**config.mk**
```make
export PLATFORM = sky130hd
export DESIGN_NAME = cpu_controller
export DESIGN_NICKNAME = d
export VERILOG_FILES = /design/src/rtl/cpu_ctrl_pkg.sv /design/src/rtl/cpu_controller.sv /design/src/rtl/control_decoder.sv /design/src/rtl/controller_fsm.sv /design/src/rtl/branch_resolver.sv /design/src/rtl/instr_decoder.sv
export SDC_FILE = /design/constraint.sdc
export NUM_CORES = 1
export LEC_CHECK = 0
export BUFFER_PORTS_ARGS = -buffer_cell sky130_fd_sc_hd__buf_2
export CELL_PAD_IN_SITES_DETAIL_PLACEMENT = 0
export CELL_PAD_IN_SITES_GLOBAL_PLACEMENT = 1
export CORE_MARGIN = 1.5
export CORE_UTILIZATION = 32
export CTS_BUF_LIST = sky130_fd_sc_hd__clkbuf_8
export CTS_CLUSTER_SIZE = 14
export DETAILED_ROUTE_END_ITERATION = 10
export GPL_ROUTABILITY_DRIVEN = 0
export GPL_TIMING_DRIVEN = 0
export PLACE_DENSITY_LB_ADDON = 0.1
export SLEW_MARGIN = 25
export SYNTH_ARGS = -nofsm -noshare
export SYNTH_HDL_FRONTEND = slang
export SYNTH_SLANG_ARGS = --single-unit
```
**constraint.sdc**
```tcl
create_clock -name clk -period 1.5 [get_ports clk]
set_input_delay 0.15 -clock clk [delete_from_list [all_inputs] [get_ports clk]]
set_output_delay 0.15 -clock clk [all_outputs]
set_load 0.01 [all_outputs]
```
**src/rtl/cpu_ctrl_pkg.sv**
```systemverilog
/* Shared types for the CPU sequencing controller
   Instruction fields, controller states, instruction classes and control words */
package cpu_ctrl_pkg;

	typedef logic [2:0] opcode_t;	// Major opcode field
	typedef logic [1:0] alu_op_t;	// Op field
	typedef logic [2:0] cond_t;	// Branch condition field

	// Major opcodes
	localparam opcode_t OPC_BRANCH = 3'b001;
	localparam opcode_t OPC_LOAD   = 3'b011;
	localparam opcode_t OPC_STORE  = 3'b100;
	localparam opcode_t OPC_ALU    = 3'b101;
	localparam opcode_t OPC_MOVE   = 3'b110;
	localparam opcode_t OPC_HALT   = 3'b111;

	localparam alu_op_t OP_CMP       = 2'b01;
	localparam alu_op_t OP_MOV_SHIFT = 2'b00;
	localparam alu_op_t OP_MOV_IMM   = 2'b10;

	// Branch conditions
	localparam cond_t COND_B   = 3'b000;
	localparam cond_t COND_BEQ = 3'b001;
	localparam cond_t COND_BNE = 3'b010;
	localparam cond_t COND_BLT = 3'b011;
	localparam cond_t COND_BLE = 3'b100;

	typedef enum logic [4:0] {
		S_RESET, S_IF1, S_IF2, S_UPDATE_PC, S_DECODE,
		S_GET_A, S_GET_B, S_ALU, S_CMP, S_WRITE_RES,
		S_MOVE, S_MOVE_SHIFT, S_MOVE_SHIFT2,
		S_LDR_GET_A, S_LDR_ADD, S_LDR_LOAD_ADDR, S_READ_RAM, S_LOAD_MDATA,
		S_STR_GET_A, S_STR_ADD, S_STR_LOAD_ADDR, S_STR_GET_B, S_STR_DPATH, S_WRITE_RAM,
		S_BRANCH, S_HALT
	} state_t;

	typedef enum logic [3:0] {
		CLS_ALU, CLS_CMP, CLS_MOVE_IMM, CLS_MOVE_SHIFT, CLS_LOAD,
		CLS_STORE, CLS_BRANCH, CLS_HALT, CLS_ILLEGAL
	} instr_class_t;

	// One-hot register number select
	typedef enum logic [2:0] {
		REG_RN = 3'b001,
		REG_RM = 3'b010,
		REG_RD = 3'b100
	} reg_sel_t;

	// One-hot register file writeback select
	typedef enum logic [3:0] {
		WB_C     = 4'b0001,
		WB_PC    = 4'b0010,
		WB_IMM   = 4'b0100,
		WB_MDATA = 4'b1000
	} wb_sel_t;

	typedef enum logic [1:0] {
		MEM_NONE  = 2'b00,
		MEM_READ  = 2'b01,
		MEM_WRITE = 2'b10
	} mem_cmd_t;

	typedef enum logic [1:0] {PC_ZERO, PC_INC, PC_BRANCH} pc_sel_t;

	typedef struct packed {
		logic v;	// Overflow
		logic n;	// Negative
		logic z;	// Zero
	} status_t;

	typedef struct packed {
		logic     load_a;
		logic     load_b;
		logic     load_c;
		logic     load_s;	// Capture ALU status
		logic     asel;	// Zero in place of A
		logic     bsel;	// Immediate in place of B
		logic     write;	// Register file write
		reg_sel_t nsel;
		wb_sel_t  vsel;
	} datapath_ctrl_t;

	typedef struct packed {
		mem_cmd_t mem_cmd;
		logic     addr_sel;	// 1 selects PC as address
		logic     load_addr;
		logic     load_ir;
		logic     load_pc;
		pc_sel_t  pc_sel;
	} memory_ctrl_t;

	// Idle control words that each state builds on
	localparam datapath_ctrl_t DP_IDLE = '{
		load_a: 1'b0, load_b: 1'b0, load_c: 1'b0, load_s: 1'b0,
		asel: 1'b0, bsel: 1'b0, write: 1'b0, nsel: REG_RN, vsel: WB_C
	};
	localparam memory_ctrl_t MEM_IDLE = '{
		mem_cmd: MEM_READ, addr_sel: 1'b0, load_addr: 1'b0,
		load_ir: 1'b0, load_pc: 1'b0, pc_sel: PC_INC
	};

endpackage
```
**src/rtl/cpu_controller.sv**
```systemverilog
/* CPU sequencing controller top level
   Connects the decoder, FSM, control decoder and branch resolver */
`timescale 1ns/10ps

module cpu_controller (
	input  logic                         clk,
	input  logic                         reset,
	input  cpu_ctrl_pkg::opcode_t        opcode,
	input  cpu_ctrl_pkg::alu_op_t        op,
	input  cpu_ctrl_pkg::cond_t          cond,
	input  cpu_ctrl_pkg::status_t        alu_status,
	output cpu_ctrl_pkg::datapath_ctrl_t datapath_ctrl,
	output cpu_ctrl_pkg::memory_ctrl_t   memory_ctrl,
	output cpu_ctrl_pkg::state_t         state
);

	cpu_ctrl_pkg::instr_class_t instr_class;
	logic                       take_branch;

	instr_decoder u_instr_decoder (
		.opcode      (opcode),
		.op          (op),
		.instr_class (instr_class)
	);

	controller_fsm u_controller_fsm (
		.clk         (clk),
		.reset       (reset),
		.instr_class (instr_class),
		.state       (state)
	);

	control_decoder u_control_decoder (
		.state         (state),
		.take_branch   (take_branch),
		.datapath_ctrl (datapath_ctrl),
		.memory_ctrl   (memory_ctrl)
	);

	// Flags captured on the CMP strobe
	branch_resolver u_branch_resolver (
		.clk         (clk),
		.reset       (reset),
		.cond        (cond),
		.alu_status  (alu_status),
		.load_s      (datapath_ctrl.load_s),
		.take_branch (take_branch)
	);

endmodule

```
**src/rtl/control_decoder.sv**
```systemverilog
/* Control decoder
   Turns the current state into datapath and memory control words */
`timescale 1ns/10ps

module control_decoder (
	input  cpu_ctrl_pkg::state_t         state,
	input  logic                         take_branch,
	output cpu_ctrl_pkg::datapath_ctrl_t datapath_ctrl,
	output cpu_ctrl_pkg::memory_ctrl_t   memory_ctrl
);

	always_comb begin
		datapath_ctrl = cpu_ctrl_pkg::DP_IDLE;
		memory_ctrl   = cpu_ctrl_pkg::MEM_IDLE;
		case (state)
			cpu_ctrl_pkg::S_RESET: begin
				memory_ctrl.load_pc = 1'b1;
				memory_ctrl.pc_sel  = cpu_ctrl_pkg::PC_ZERO;
			end
			cpu_ctrl_pkg::S_IF1: memory_ctrl.addr_sel = 1'b1;	// Address from PC
			cpu_ctrl_pkg::S_IF2: begin
				memory_ctrl.addr_sel = 1'b1;
				memory_ctrl.load_ir  = 1'b1;
			end
			cpu_ctrl_pkg::S_UPDATE_PC: memory_ctrl.load_pc = 1'b1;	// PC + 1

			// Operand fetch for ALU and CMP
			cpu_ctrl_pkg::S_GET_A: begin
				datapath_ctrl.load_a = 1'b1;
				datapath_ctrl.nsel   = cpu_ctrl_pkg::REG_RN;
			end
			cpu_ctrl_pkg::S_GET_B: begin
				datapath_ctrl.load_b = 1'b1;
				datapath_ctrl.nsel   = cpu_ctrl_pkg::REG_RM;
			end
			cpu_ctrl_pkg::S_ALU: datapath_ctrl.load_c = 1'b1;
			cpu_ctrl_pkg::S_CMP: begin
				datapath_ctrl.load_c = 1'b1;
				datapath_ctrl.load_s = 1'b1;
			end
			cpu_ctrl_pkg::S_WRITE_RES: begin
				datapath_ctrl.write = 1'b1;
				datapath_ctrl.nsel  = cpu_ctrl_pkg::REG_RD;
				datapath_ctrl.vsel  = cpu_ctrl_pkg::WB_C;
			end

			cpu_ctrl_pkg::S_MOVE: begin	// Rn = sx(im8)
				datapath_ctrl.write = 1'b1;
				datapath_ctrl.nsel  = cpu_ctrl_pkg::REG_RN;
				datapath_ctrl.vsel  = cpu_ctrl_pkg::WB_IMM;
			end
			cpu_ctrl_pkg::S_MOVE_SHIFT: begin
				datapath_ctrl.load_b = 1'b1;
				datapath_ctrl.nsel   = cpu_ctrl_pkg::REG_RM;
			end
			cpu_ctrl_pkg::S_MOVE_SHIFT2: begin
				datapath_ctrl.load_c = 1'b1;
				datapath_ctrl.asel   = 1'b1;	// 0 + shifted B
			end

			// Address is Rn + sx(im5) for both LDR and STR
			cpu_ctrl_pkg::S_LDR_GET_A, cpu_ctrl_pkg::S_STR_GET_A: begin
				datapath_ctrl.load_a = 1'b1;
				datapath_ctrl.nsel   = cpu_ctrl_pkg::REG_RN;
			end
			cpu_ctrl_pkg::S_LDR_ADD, cpu_ctrl_pkg::S_STR_ADD: begin
				datapath_ctrl.load_c = 1'b1;
				datapath_ctrl.bsel   = 1'b1;
			end
			cpu_ctrl_pkg::S_LDR_LOAD_ADDR, cpu_ctrl_pkg::S_STR_LOAD_ADDR:
				memory_ctrl.load_addr = 1'b1;
			cpu_ctrl_pkg::S_READ_RAM: begin
				datapath_ctrl.nsel = cpu_ctrl_pkg::REG_RD;
				datapath_ctrl.vsel = cpu_ctrl_pkg::WB_MDATA;
			end
			cpu_ctrl_pkg::S_LOAD_MDATA: begin
				datapath_ctrl.write = 1'b1;
				datapath_ctrl.nsel  = cpu_ctrl_pkg::REG_RD;
				datapath_ctrl.vsel  = cpu_ctrl_pkg::WB_MDATA;
			end
			cpu_ctrl_pkg::S_STR_GET_B: begin
				datapath_ctrl.load_b = 1'b1;
				datapath_ctrl.nsel   = cpu_ctrl_pkg::REG_RD;	// Store data from Rd
			end
			cpu_ctrl_pkg::S_STR_DPATH: begin
				datapath_ctrl.load_c = 1'b1;
				datapath_ctrl.asel   = 1'b1;
			end
			cpu_ctrl_pkg::S_WRITE_RAM: memory_ctrl.mem_cmd = cpu_ctrl_pkg::MEM_WRITE;

			cpu_ctrl_pkg::S_BRANCH: begin
				memory_ctrl.load_pc = take_branch;
				memory_ctrl.pc_sel  = take_branch ? cpu_ctrl_pkg::PC_BRANCH
					: cpu_ctrl_pkg::PC_INC;
			end
			cpu_ctrl_pkg::S_HALT: memory_ctrl.mem_cmd = cpu_ctrl_pkg::MEM_NONE;	// Bus quiet
			default: ;
		endcase
	end

	// Register file and memory never written in the same state
	always_comb begin
		a_no_double_write: assert (!(datapath_ctrl.write &&
			memory_ctrl.mem_cmd == cpu_ctrl_pkg::MEM_WRITE))
			else $error("register write and MEM_WRITE together");
	end

endmodule

```
**src/rtl/controller_fsm.sv**
```systemverilog
/* Controller FSM
   Fetch sequence and per-class state patterns, one state per clock */
`timescale 1ns/10ps

module controller_fsm (
	input  logic                       clk,
	input  logic                       reset,
	input  cpu_ctrl_pkg::instr_class_t instr_class,
	output cpu_ctrl_pkg::state_t       state
);

	cpu_ctrl_pkg::state_t next_state;

	always_ff @(posedge clk) begin
		if (reset)
			state <= cpu_ctrl_pkg::S_RESET;
		else
			state <= next_state;
	end

	always_comb begin
		next_state = cpu_ctrl_pkg::S_IF1;	// End of every pattern
		case (state)
			cpu_ctrl_pkg::S_RESET:     next_state = cpu_ctrl_pkg::S_IF1;
			cpu_ctrl_pkg::S_IF1:       next_state = cpu_ctrl_pkg::S_IF2;
			cpu_ctrl_pkg::S_IF2:       next_state = cpu_ctrl_pkg::S_UPDATE_PC;
			cpu_ctrl_pkg::S_UPDATE_PC: next_state = cpu_ctrl_pkg::S_DECODE;
			cpu_ctrl_pkg::S_DECODE: begin
				case (instr_class)
					cpu_ctrl_pkg::CLS_ALU,
					cpu_ctrl_pkg::CLS_CMP:        next_state = cpu_ctrl_pkg::S_GET_A;
					cpu_ctrl_pkg::CLS_MOVE_IMM:   next_state = cpu_ctrl_pkg::S_MOVE;
					cpu_ctrl_pkg::CLS_MOVE_SHIFT: next_state = cpu_ctrl_pkg::S_MOVE_SHIFT;
					cpu_ctrl_pkg::CLS_LOAD:       next_state = cpu_ctrl_pkg::S_LDR_GET_A;
					cpu_ctrl_pkg::CLS_STORE:      next_state = cpu_ctrl_pkg::S_STR_GET_A;
					cpu_ctrl_pkg::CLS_BRANCH:     next_state = cpu_ctrl_pkg::S_BRANCH;
					cpu_ctrl_pkg::CLS_HALT:       next_state = cpu_ctrl_pkg::S_HALT;
					default:                      next_state = cpu_ctrl_pkg::S_IF1;
				endcase
			end

			// ALU and CMP share operand fetch
			cpu_ctrl_pkg::S_GET_A: next_state = cpu_ctrl_pkg::S_GET_B;
			cpu_ctrl_pkg::S_GET_B: begin
				if (instr_class == cpu_ctrl_pkg::CLS_CMP)
					next_state = cpu_ctrl_pkg::S_CMP;	// Flags only and no writeback
				else
					next_state = cpu_ctrl_pkg::S_ALU;
			end
			cpu_ctrl_pkg::S_ALU:         next_state = cpu_ctrl_pkg::S_WRITE_RES;
			cpu_ctrl_pkg::S_MOVE_SHIFT:  next_state = cpu_ctrl_pkg::S_MOVE_SHIFT2;
			cpu_ctrl_pkg::S_MOVE_SHIFT2: next_state = cpu_ctrl_pkg::S_WRITE_RES;

			// LDR
			cpu_ctrl_pkg::S_LDR_GET_A:     next_state = cpu_ctrl_pkg::S_LDR_ADD;
			cpu_ctrl_pkg::S_LDR_ADD:       next_state = cpu_ctrl_pkg::S_LDR_LOAD_ADDR;
			cpu_ctrl_pkg::S_LDR_LOAD_ADDR: next_state = cpu_ctrl_pkg::S_READ_RAM;
			cpu_ctrl_pkg::S_READ_RAM:      next_state = cpu_ctrl_pkg::S_LOAD_MDATA;

			// STR
			cpu_ctrl_pkg::S_STR_GET_A:     next_state = cpu_ctrl_pkg::S_STR_ADD;
			cpu_ctrl_pkg::S_STR_ADD:       next_state = cpu_ctrl_pkg::S_STR_LOAD_ADDR;
			cpu_ctrl_pkg::S_STR_LOAD_ADDR: next_state = cpu_ctrl_pkg::S_STR_GET_B;
			cpu_ctrl_pkg::S_STR_GET_B:     next_state = cpu_ctrl_pkg::S_STR_DPATH;
			cpu_ctrl_pkg::S_STR_DPATH:     next_state = cpu_ctrl_pkg::S_WRITE_RAM;

			cpu_ctrl_pkg::S_HALT: next_state = cpu_ctrl_pkg::S_HALT;	// Only reset leaves
			default:              next_state = cpu_ctrl_pkg::S_IF1;
		endcase
	end

	a_halt_sticky: assert property (
		@(posedge clk) disable iff (reset)
		state == cpu_ctrl_pkg::S_HALT |=> state == cpu_ctrl_pkg::S_HALT
	) else $error("left S_HALT without reset");

endmodule

```
**src/rtl/branch_resolver.sv**
```systemverilog
/* Branch resolver
   Holds the status flags captured by CMP and evaluates the branch condition */
`timescale 1ns/10ps

module branch_resolver (
	input  logic                  clk,
	input  logic                  reset,
	input  cpu_ctrl_pkg::cond_t   cond,
	input  cpu_ctrl_pkg::status_t alu_status,
	input  logic                  load_s,
	output logic                  take_branch
);

	cpu_ctrl_pkg::status_t flags;

	always_ff @(posedge clk) begin
		if (reset)
			flags <= '0;
		else if (load_s)
			flags <= alu_status;	// Visible from the next cycle
	end

	always_comb begin
		case (cond)
			cpu_ctrl_pkg::COND_B:   take_branch = 1'b1;
			cpu_ctrl_pkg::COND_BEQ: take_branch = flags.z;
			cpu_ctrl_pkg::COND_BNE: take_branch = ~flags.z;
			cpu_ctrl_pkg::COND_BLT: take_branch = flags.n ^ flags.v;
			// Less than or equal
			cpu_ctrl_pkg::COND_BLE: take_branch = (flags.n ^ flags.v) | flags.z;
			default:                take_branch = 1'b0;
		endcase
	end

	// Flags come out of reset cleared, so the decision must stay known
	a_take_branch_known: assert property (
		@(posedge clk) disable iff (reset)
		!$isunknown(take_branch)
	) else $error("take_branch is unknown");

endmodule

```
**src/rtl/instr_decoder.sv**
```systemverilog
/* Instruction decoder
   Sorts the opcode and op fields into one instruction class */
`timescale 1ns/10ps

module instr_decoder (
	input  cpu_ctrl_pkg::opcode_t      opcode,
	input  cpu_ctrl_pkg::alu_op_t      op,
	output cpu_ctrl_pkg::instr_class_t instr_class
);

	always_comb begin
		case (opcode)
			cpu_ctrl_pkg::OPC_ALU: begin
				if (op == cpu_ctrl_pkg::OP_CMP)
					instr_class = cpu_ctrl_pkg::CLS_CMP;
				else
					instr_class = cpu_ctrl_pkg::CLS_ALU;	// ADD, AND, MVN
			end
			cpu_ctrl_pkg::OPC_MOVE: begin
				case (op)
					cpu_ctrl_pkg::OP_MOV_SHIFT: instr_class = cpu_ctrl_pkg::CLS_MOVE_SHIFT;
					cpu_ctrl_pkg::OP_MOV_IMM:   instr_class = cpu_ctrl_pkg::CLS_MOVE_IMM;
					default:                    instr_class = cpu_ctrl_pkg::CLS_ILLEGAL;
				endcase
			end
			cpu_ctrl_pkg::OPC_LOAD:   instr_class = cpu_ctrl_pkg::CLS_LOAD;
			cpu_ctrl_pkg::OPC_STORE:  instr_class = cpu_ctrl_pkg::CLS_STORE;
			cpu_ctrl_pkg::OPC_BRANCH: instr_class = cpu_ctrl_pkg::CLS_BRANCH;
			cpu_ctrl_pkg::OPC_HALT:   instr_class = cpu_ctrl_pkg::CLS_HALT;
			// Link and exchange group lands here too
			default:                  instr_class = cpu_ctrl_pkg::CLS_ILLEGAL;
		endcase
	end

endmodule

```
# Yosys cells after proc, flatten, opt, wreduce, memory -nomap -nowiden
# Memories as Yosys holds them, arrays and structs flattened.
# Index checks and enable logic that the tools add are counted.
classes:
  eq_ne: 38
  muxes: 23
  bitwise: 3
  reduce_logical: 16
op_table:
  columns: ["operator", "count"]
  rows:
  - ["$pmux W5 S18", 1]
  - ["$eq A5 B5 Y1 const B", 10]
  - ["$eq A5 B4 Y1 const B", 8]
  - ["$pmux W4 S6", 1]
  - ["$eq A5 B3 Y1 const B", 4]
  - ["$pmux W4 S2", 2]
  - ["$reduce_or A2 Y1", 8]
  - ["$eq A3 B3 Y1 const B", 5]
  - ["$mux W1", 11]
  - ["$eq A5 B2 Y1 const B", 2]
  - ["$eq A3 B2 Y1 const B", 3]
  - ["$reduce_or A3 Y1", 3]
  - ["$pmux W2 S2", 2]
  - ["$eq A3 B1 Y1 const B", 2]
  - ["$pmux W3 S2", 1]
  - ["$reduce_or A6 Y1", 1]
  - ["$eq A5 B1 Y1 const B", 1]
  - ["$logic_not A5 Y1", 1]
  - ["$mux W5", 1]
  - ["$pmux W1 S5", 1]
  - ["$eq A4 B1 Y1 const B", 1]
  - ["$mux W4", 1]
  - ["$reduce_or A4 Y1", 1]
  - ["$logic_not A3 Y1", 1]
  - ["8 further kinds", 8]
word_totals:
  regBits: 8
  romBits: 40
  in_bits: 13
  out_inout_bits: 27
  wordCells: 85
  mem_count: 1
mem_list:
  columns: ["memory", "words", "word_bits", "rd", "rd_clocked_by_memory_dff", "write_ports", "line", "text"]
  rows:
  - ["(no name shown)", 8, 5, 1, 0, 0, "controller_fsm.sv:29", "case (instr_class)"]

# Longest topological paths before layout
depth:
  depth_word: 6
  ltp_mapped: 11
  depth_no_buf: 11

# Cells and area by module
# From an unflattened synthesis, not the netlist that was laid out.
hier_totals:
  hier_cells: 183
  area_unflattened_um2: 1378.8
modules_own_cells:
  columns: ["mod", "instances", "cells_per_inst", "area_per_inst_um2", "seq_area_each_um2"]
  rows:
  - ["controller_fsm", 1, 76, 596.8, 100.1]
  - ["control_decoder", 1, 76, 548.0, 0.0]
  - ["branch_resolver", 1, 19, 158.9, 60.1]
  - ["instr_decoder", 1, 12, 75.1, 0.0]

# Worst setup path after synthesis
# OpenSTA, ideal clock, no wires.
synth_timing:
  path_type: "input port to flip-flop"
  start: "input opcode[0]"
  end: "register u_controller_fsm.state[1]"
  setup_ps: 128
  t_arrival_ps: 1459
  required_ps: 1372
  setup_slack_ps: -87
  cell_stages: 10
  n_path_buf: 1
  cell_sequence: "buf_6 > nor2b_1 > a22oi_1 > nand2_1 > inv_1 > ha_1 > a31o_2 > a21oi_1 > o21ba_2 > a31oi_1"
synth_between:
  elab_chain_len: 5
  word_cells_on_any_way: 12
  cone_classes: "eq/ne: 7; mux: 4; memory: 1"
synth_rtl:
  columns: ["item", "line", "text"]
  rows:
  - ["start, declared", "cpu_controller.sv:8", "input cpu_ctrl_pkg::opcode_t opcode,"]
  - ["$eq A3 B3 Y1 (tied with other cells)", "instr_decoder.sv:12", "case (opcode)"]
  - ["$pmux W4 S6 *", "instr_decoder.sv:12", null]
  - ["$mem_v2 Z8 W5 or $eq A4 B1 Y1 (tied branches)", null, null]
  - ["$mux W5 or $mux W4 (tied branches)", "controller_fsm.sv:29, controller_fsm.sv:45", null]
  - ["$pmux W5 S18 *", "controller_fsm.sv:23", "case (state)"]
  - ["end signal, assigned", "controller_fsm.sv:16", "state <= cpu_ctrl_pkg::S_RESET;"]
  - ["end signal, assigned", "controller_fsm.sv:18", "state <= next_state;"]
  - ["end, declared", "controller_fsm.sv:9", "output cpu_ctrl_pkg::state_t state"]
# Every way passes the cells marked *; elsewhere a longest branch is shown, timed or not.
# A chain may end at the register's enable or synchronous reset.

==> impl_metrics.yaml <==
detailed_routing:
  ant_nets: 0
  drc: 0
  wl_per_cell_um: 17.82
  viasPerCell: 5.876
  via_count: 1757
  first_pass_iters: 5
  wirelength_um: 5329
  drt_iter0_drc: 121
logic_synthesis:
  synthTopCellsByArea: "dfxtp_1, nor2_1, nand2b_1"
  synth_area_mm2: 0.001186
  synth.distinct_cells: 48
  synth_cells: 181
  synth_fp_nets: 199
  synth-edff-count: 0
  ys_seq_area_share_pct: 13.50
  ys.flop_type: "dfxtp_1"
  ys_ff_latch: 8
  yosysTopAreaCell: "dfxtp_1"
  async_reset_ff_share_pct: 0
  synth_common_cells: "nor2_1, nand2_1, nand2b_1, a21oi_1"
  syn_area_per_cell_um2: 6.553
  yosys.cell_count.top_type: "nor2_1"
  yosysWarnings: 0
  synth_top_area_share_pct: 13.50
sta:
  fin_crit_ns: 1.731
  hold_violations: 0
  rsz0062_at_grt: "yes"
  fin_setup_tns_ns: -1.592
  setup_viol_count_final: 18
  slew_violations: 0
  timing.final.crit_share_pct: 115.4
  fin_worst_skew_ns: 0.003464
  max_freq_ghz: 0.5777
  fin_ws_ns: -0.2310
job:
  maxCapViolCount: 0
hold_path:
  holdPathStages: 3
  holdCritPathClass: "in2reg"
  min_to: "u_branch_resolver.flags[1]$_SDFFE_PP0P_"
  hold_start: "alu_status[1]"
critical_path:
  reg2reg_depth: 7
  r2r_start: "u_controller_fsm.state[1]$_SDFF_PP0_"
  cp.required_ns: 1.35
  crit_path_end_kind: "output port"
  path_max_fanout: 2
  cp-start-kind: "flop"
  critical_path_class: "reg2out"
  r2r_setup_slack_ns: -0.14
  crit_arrival_ns: 1.58
  r2r-end: "u_controller_fsm.state[1]$_SDFF_PP0_"
grt:
  grt_max_degree: 11
  grt_pass1_wl_um: 7176
  grt_usage_pct: 21.57
  overflow: 0
  antenna_found_initial: 0
  grt_pass1_vias: 1536
final_layout:
  synthToLayoutAreaGrowth_pct: 88.61
  final_core_util_pct: 64.99
  final_area_mm2: 0.002237
  nNetsFinal: 273
  layout-drive-gt1-share_pct: 61.66
  num_antenna_cells: 0
pwr:
  cellPowerDensity_mw_per_mm2: 374.4
  leakagePower_uw: 0.0009898
  max-vdd-ir-drop_mv: 0.4329
floorplan:
  core_area_mm2: 0.003442
  ios: 40
  die_h_um: 63.88
  initial_core_util_pct: 34.46
  rows: 21
  die_width_um: 63.88
  die_area_mm2: 0.004081
placement:
  dp_hpwl_um: 2847
  postPlaceCellArea_mm2: 0.001458
  pre_cts_slack_ns: -0.2996
  portBuffers: 38
status:
  violations: "negative setup slack"
  status: "complete, but fails checks"
clocking:
  root_buffer: "clkbuf_8"
  clock_path_buffers: 2
  ctsHtreeMaxLevel: 1
  cts.sinks: 8
  path_clk_slew_ns: 0.04
  cts_tree: "built"
  cts_buffers: 3
  clkLatencyLatePin_ns: 0.23
routing by layer:
layer	vias up	wire, µm	global-route usage [%]
met5	-	0	0
met4	0	147	5.163
met3	18	565	3.873
met2	141	2679	38.02
met1	820	1937	26.93
li1	778	-	-
where the power goes:
group | internal, µW | switching [µW]
logic | 169 | 182
clock network | 175 | 92.5
registers | 213 | 6.64
stage by stage:
step | power (µW) | instances | hold slack (ns)
2_1_floorplan | 372.4 | 181 | 0.2224
3_3_place_gp | 442.2 | 265 | 0.3822
3_5_place_dp | 444.6 | 265 | 0.3926
4_1_cts | 791.0 | 282 | 0.1530
5_1_grt | 880.6 | 299 | 0.1887
6_report | 837.5 | 299 | 0.1489
cell usage in the layout, fill, tap and decap left out, types with 3 or more instances in the layout:
| cell type | n |
|---|---|
| o21ai_0 | 5 |
| nor2_4 | 6 |
| nand4_1 | 4 |
| buf_8 | 5 |
| nand2_1 | 9 |
| a31oi_1 | 5 |
| nand2b_1 | 8 |
| dfxtp_4 | 4 |
| buf_4 | 23 |
| o21ai_1 | 4 |
| dfxtp_2 | 4 |
| nor2_2 | 4 |
| a21o_1 | 3 |
| clkbuf_8 | 4 |
| clkbuf_16 | 3 |
| nand2_2 | 5 |
| mux2i_1 | 3 |
| a21oi_1 | 6 |
| nor2b_1 | 7 |
| buf_6 | 15 |
| nand3_1 | 4 |
| nor2_1 | 19 |
| buf_2 | 34 |
| a21oi_2 | 4 |
worst max path at each step:
stage                                             from                              endpoint  slack (ns)  depth (start not counted)
2_1_floorplan                                opcode[0]  u_controller_fsm.state[3]$_SDFF_PP0_       0.004                         11
3_3_place_gp                                 opcode[0]  u_controller_fsm.state[2]$_SDFF_PP0_       -0.27                         10
3_5_place_dp                                 opcode[0]  u_controller_fsm.state[1]$_SDFF_PP0_       -0.30                         11
4_1_cts        u_branch_resolver.flags[2]$_SDFFE_PP0P_                        memory_ctrl[2]       -0.25                          6
5_1_grt        u_branch_resolver.flags[1]$_SDFFE_PP0P_                        memory_ctrl[2]       -0.31                          6
6_report       u_branch_resolver.flags[2]$_SDFFE_PP0P_                        memory_ctrl[2]       -0.23                          6
flip-flops by register name, summed over array words and instances (netlist names):
signal / count
u_branch_resolver.flags: 3
u_controller_fsm.state: 5
layout make-up:
class | count | area (µm²)
buffer | 14 | 195.2
sequential | 8 | 180.2
tap | 46 | 57.56
timing repair buffer | 70 | 515.5
clock buffer | 3 | 41.29
multi-input combinational | 150 | 1204
fill | 285 | 1205
inverter | 8 | 43.79
repair_timing:
item | in CTS | in global routing
hold buffers | 0 | 0
setup buffers | 12 | 16
gates resized for setup | 73 | 58
gates cloned | 2 | 2
endpoints found under the setup margin | 26 | 25
pin swaps | 20 | 24
worst max-delay path, stage by stage, from the launching register on:
cell,delay [ns]
dfxtp_2,0.34
xor2_2,0.17
nor2_1,0.07
o32ai_2,0.26
nor3b_4,0.24
o21bai_1,0.13
buf_2,0.14
kinds of logic after synthesis:
group,count (synthesis),share of synthesized area [%]
and+or+nand+nor,86,36.29
other,1,0.3162
DFF,8,13.50
xor gates and xnor gates,3,2.216
adders and majority gates,5,5.274
buffers and inverters,23,9.493
muxes,5,4.325
AOI/OAI and AO/OA,50,28.59
No activity file was read; power rests on OpenSTA's default activity.
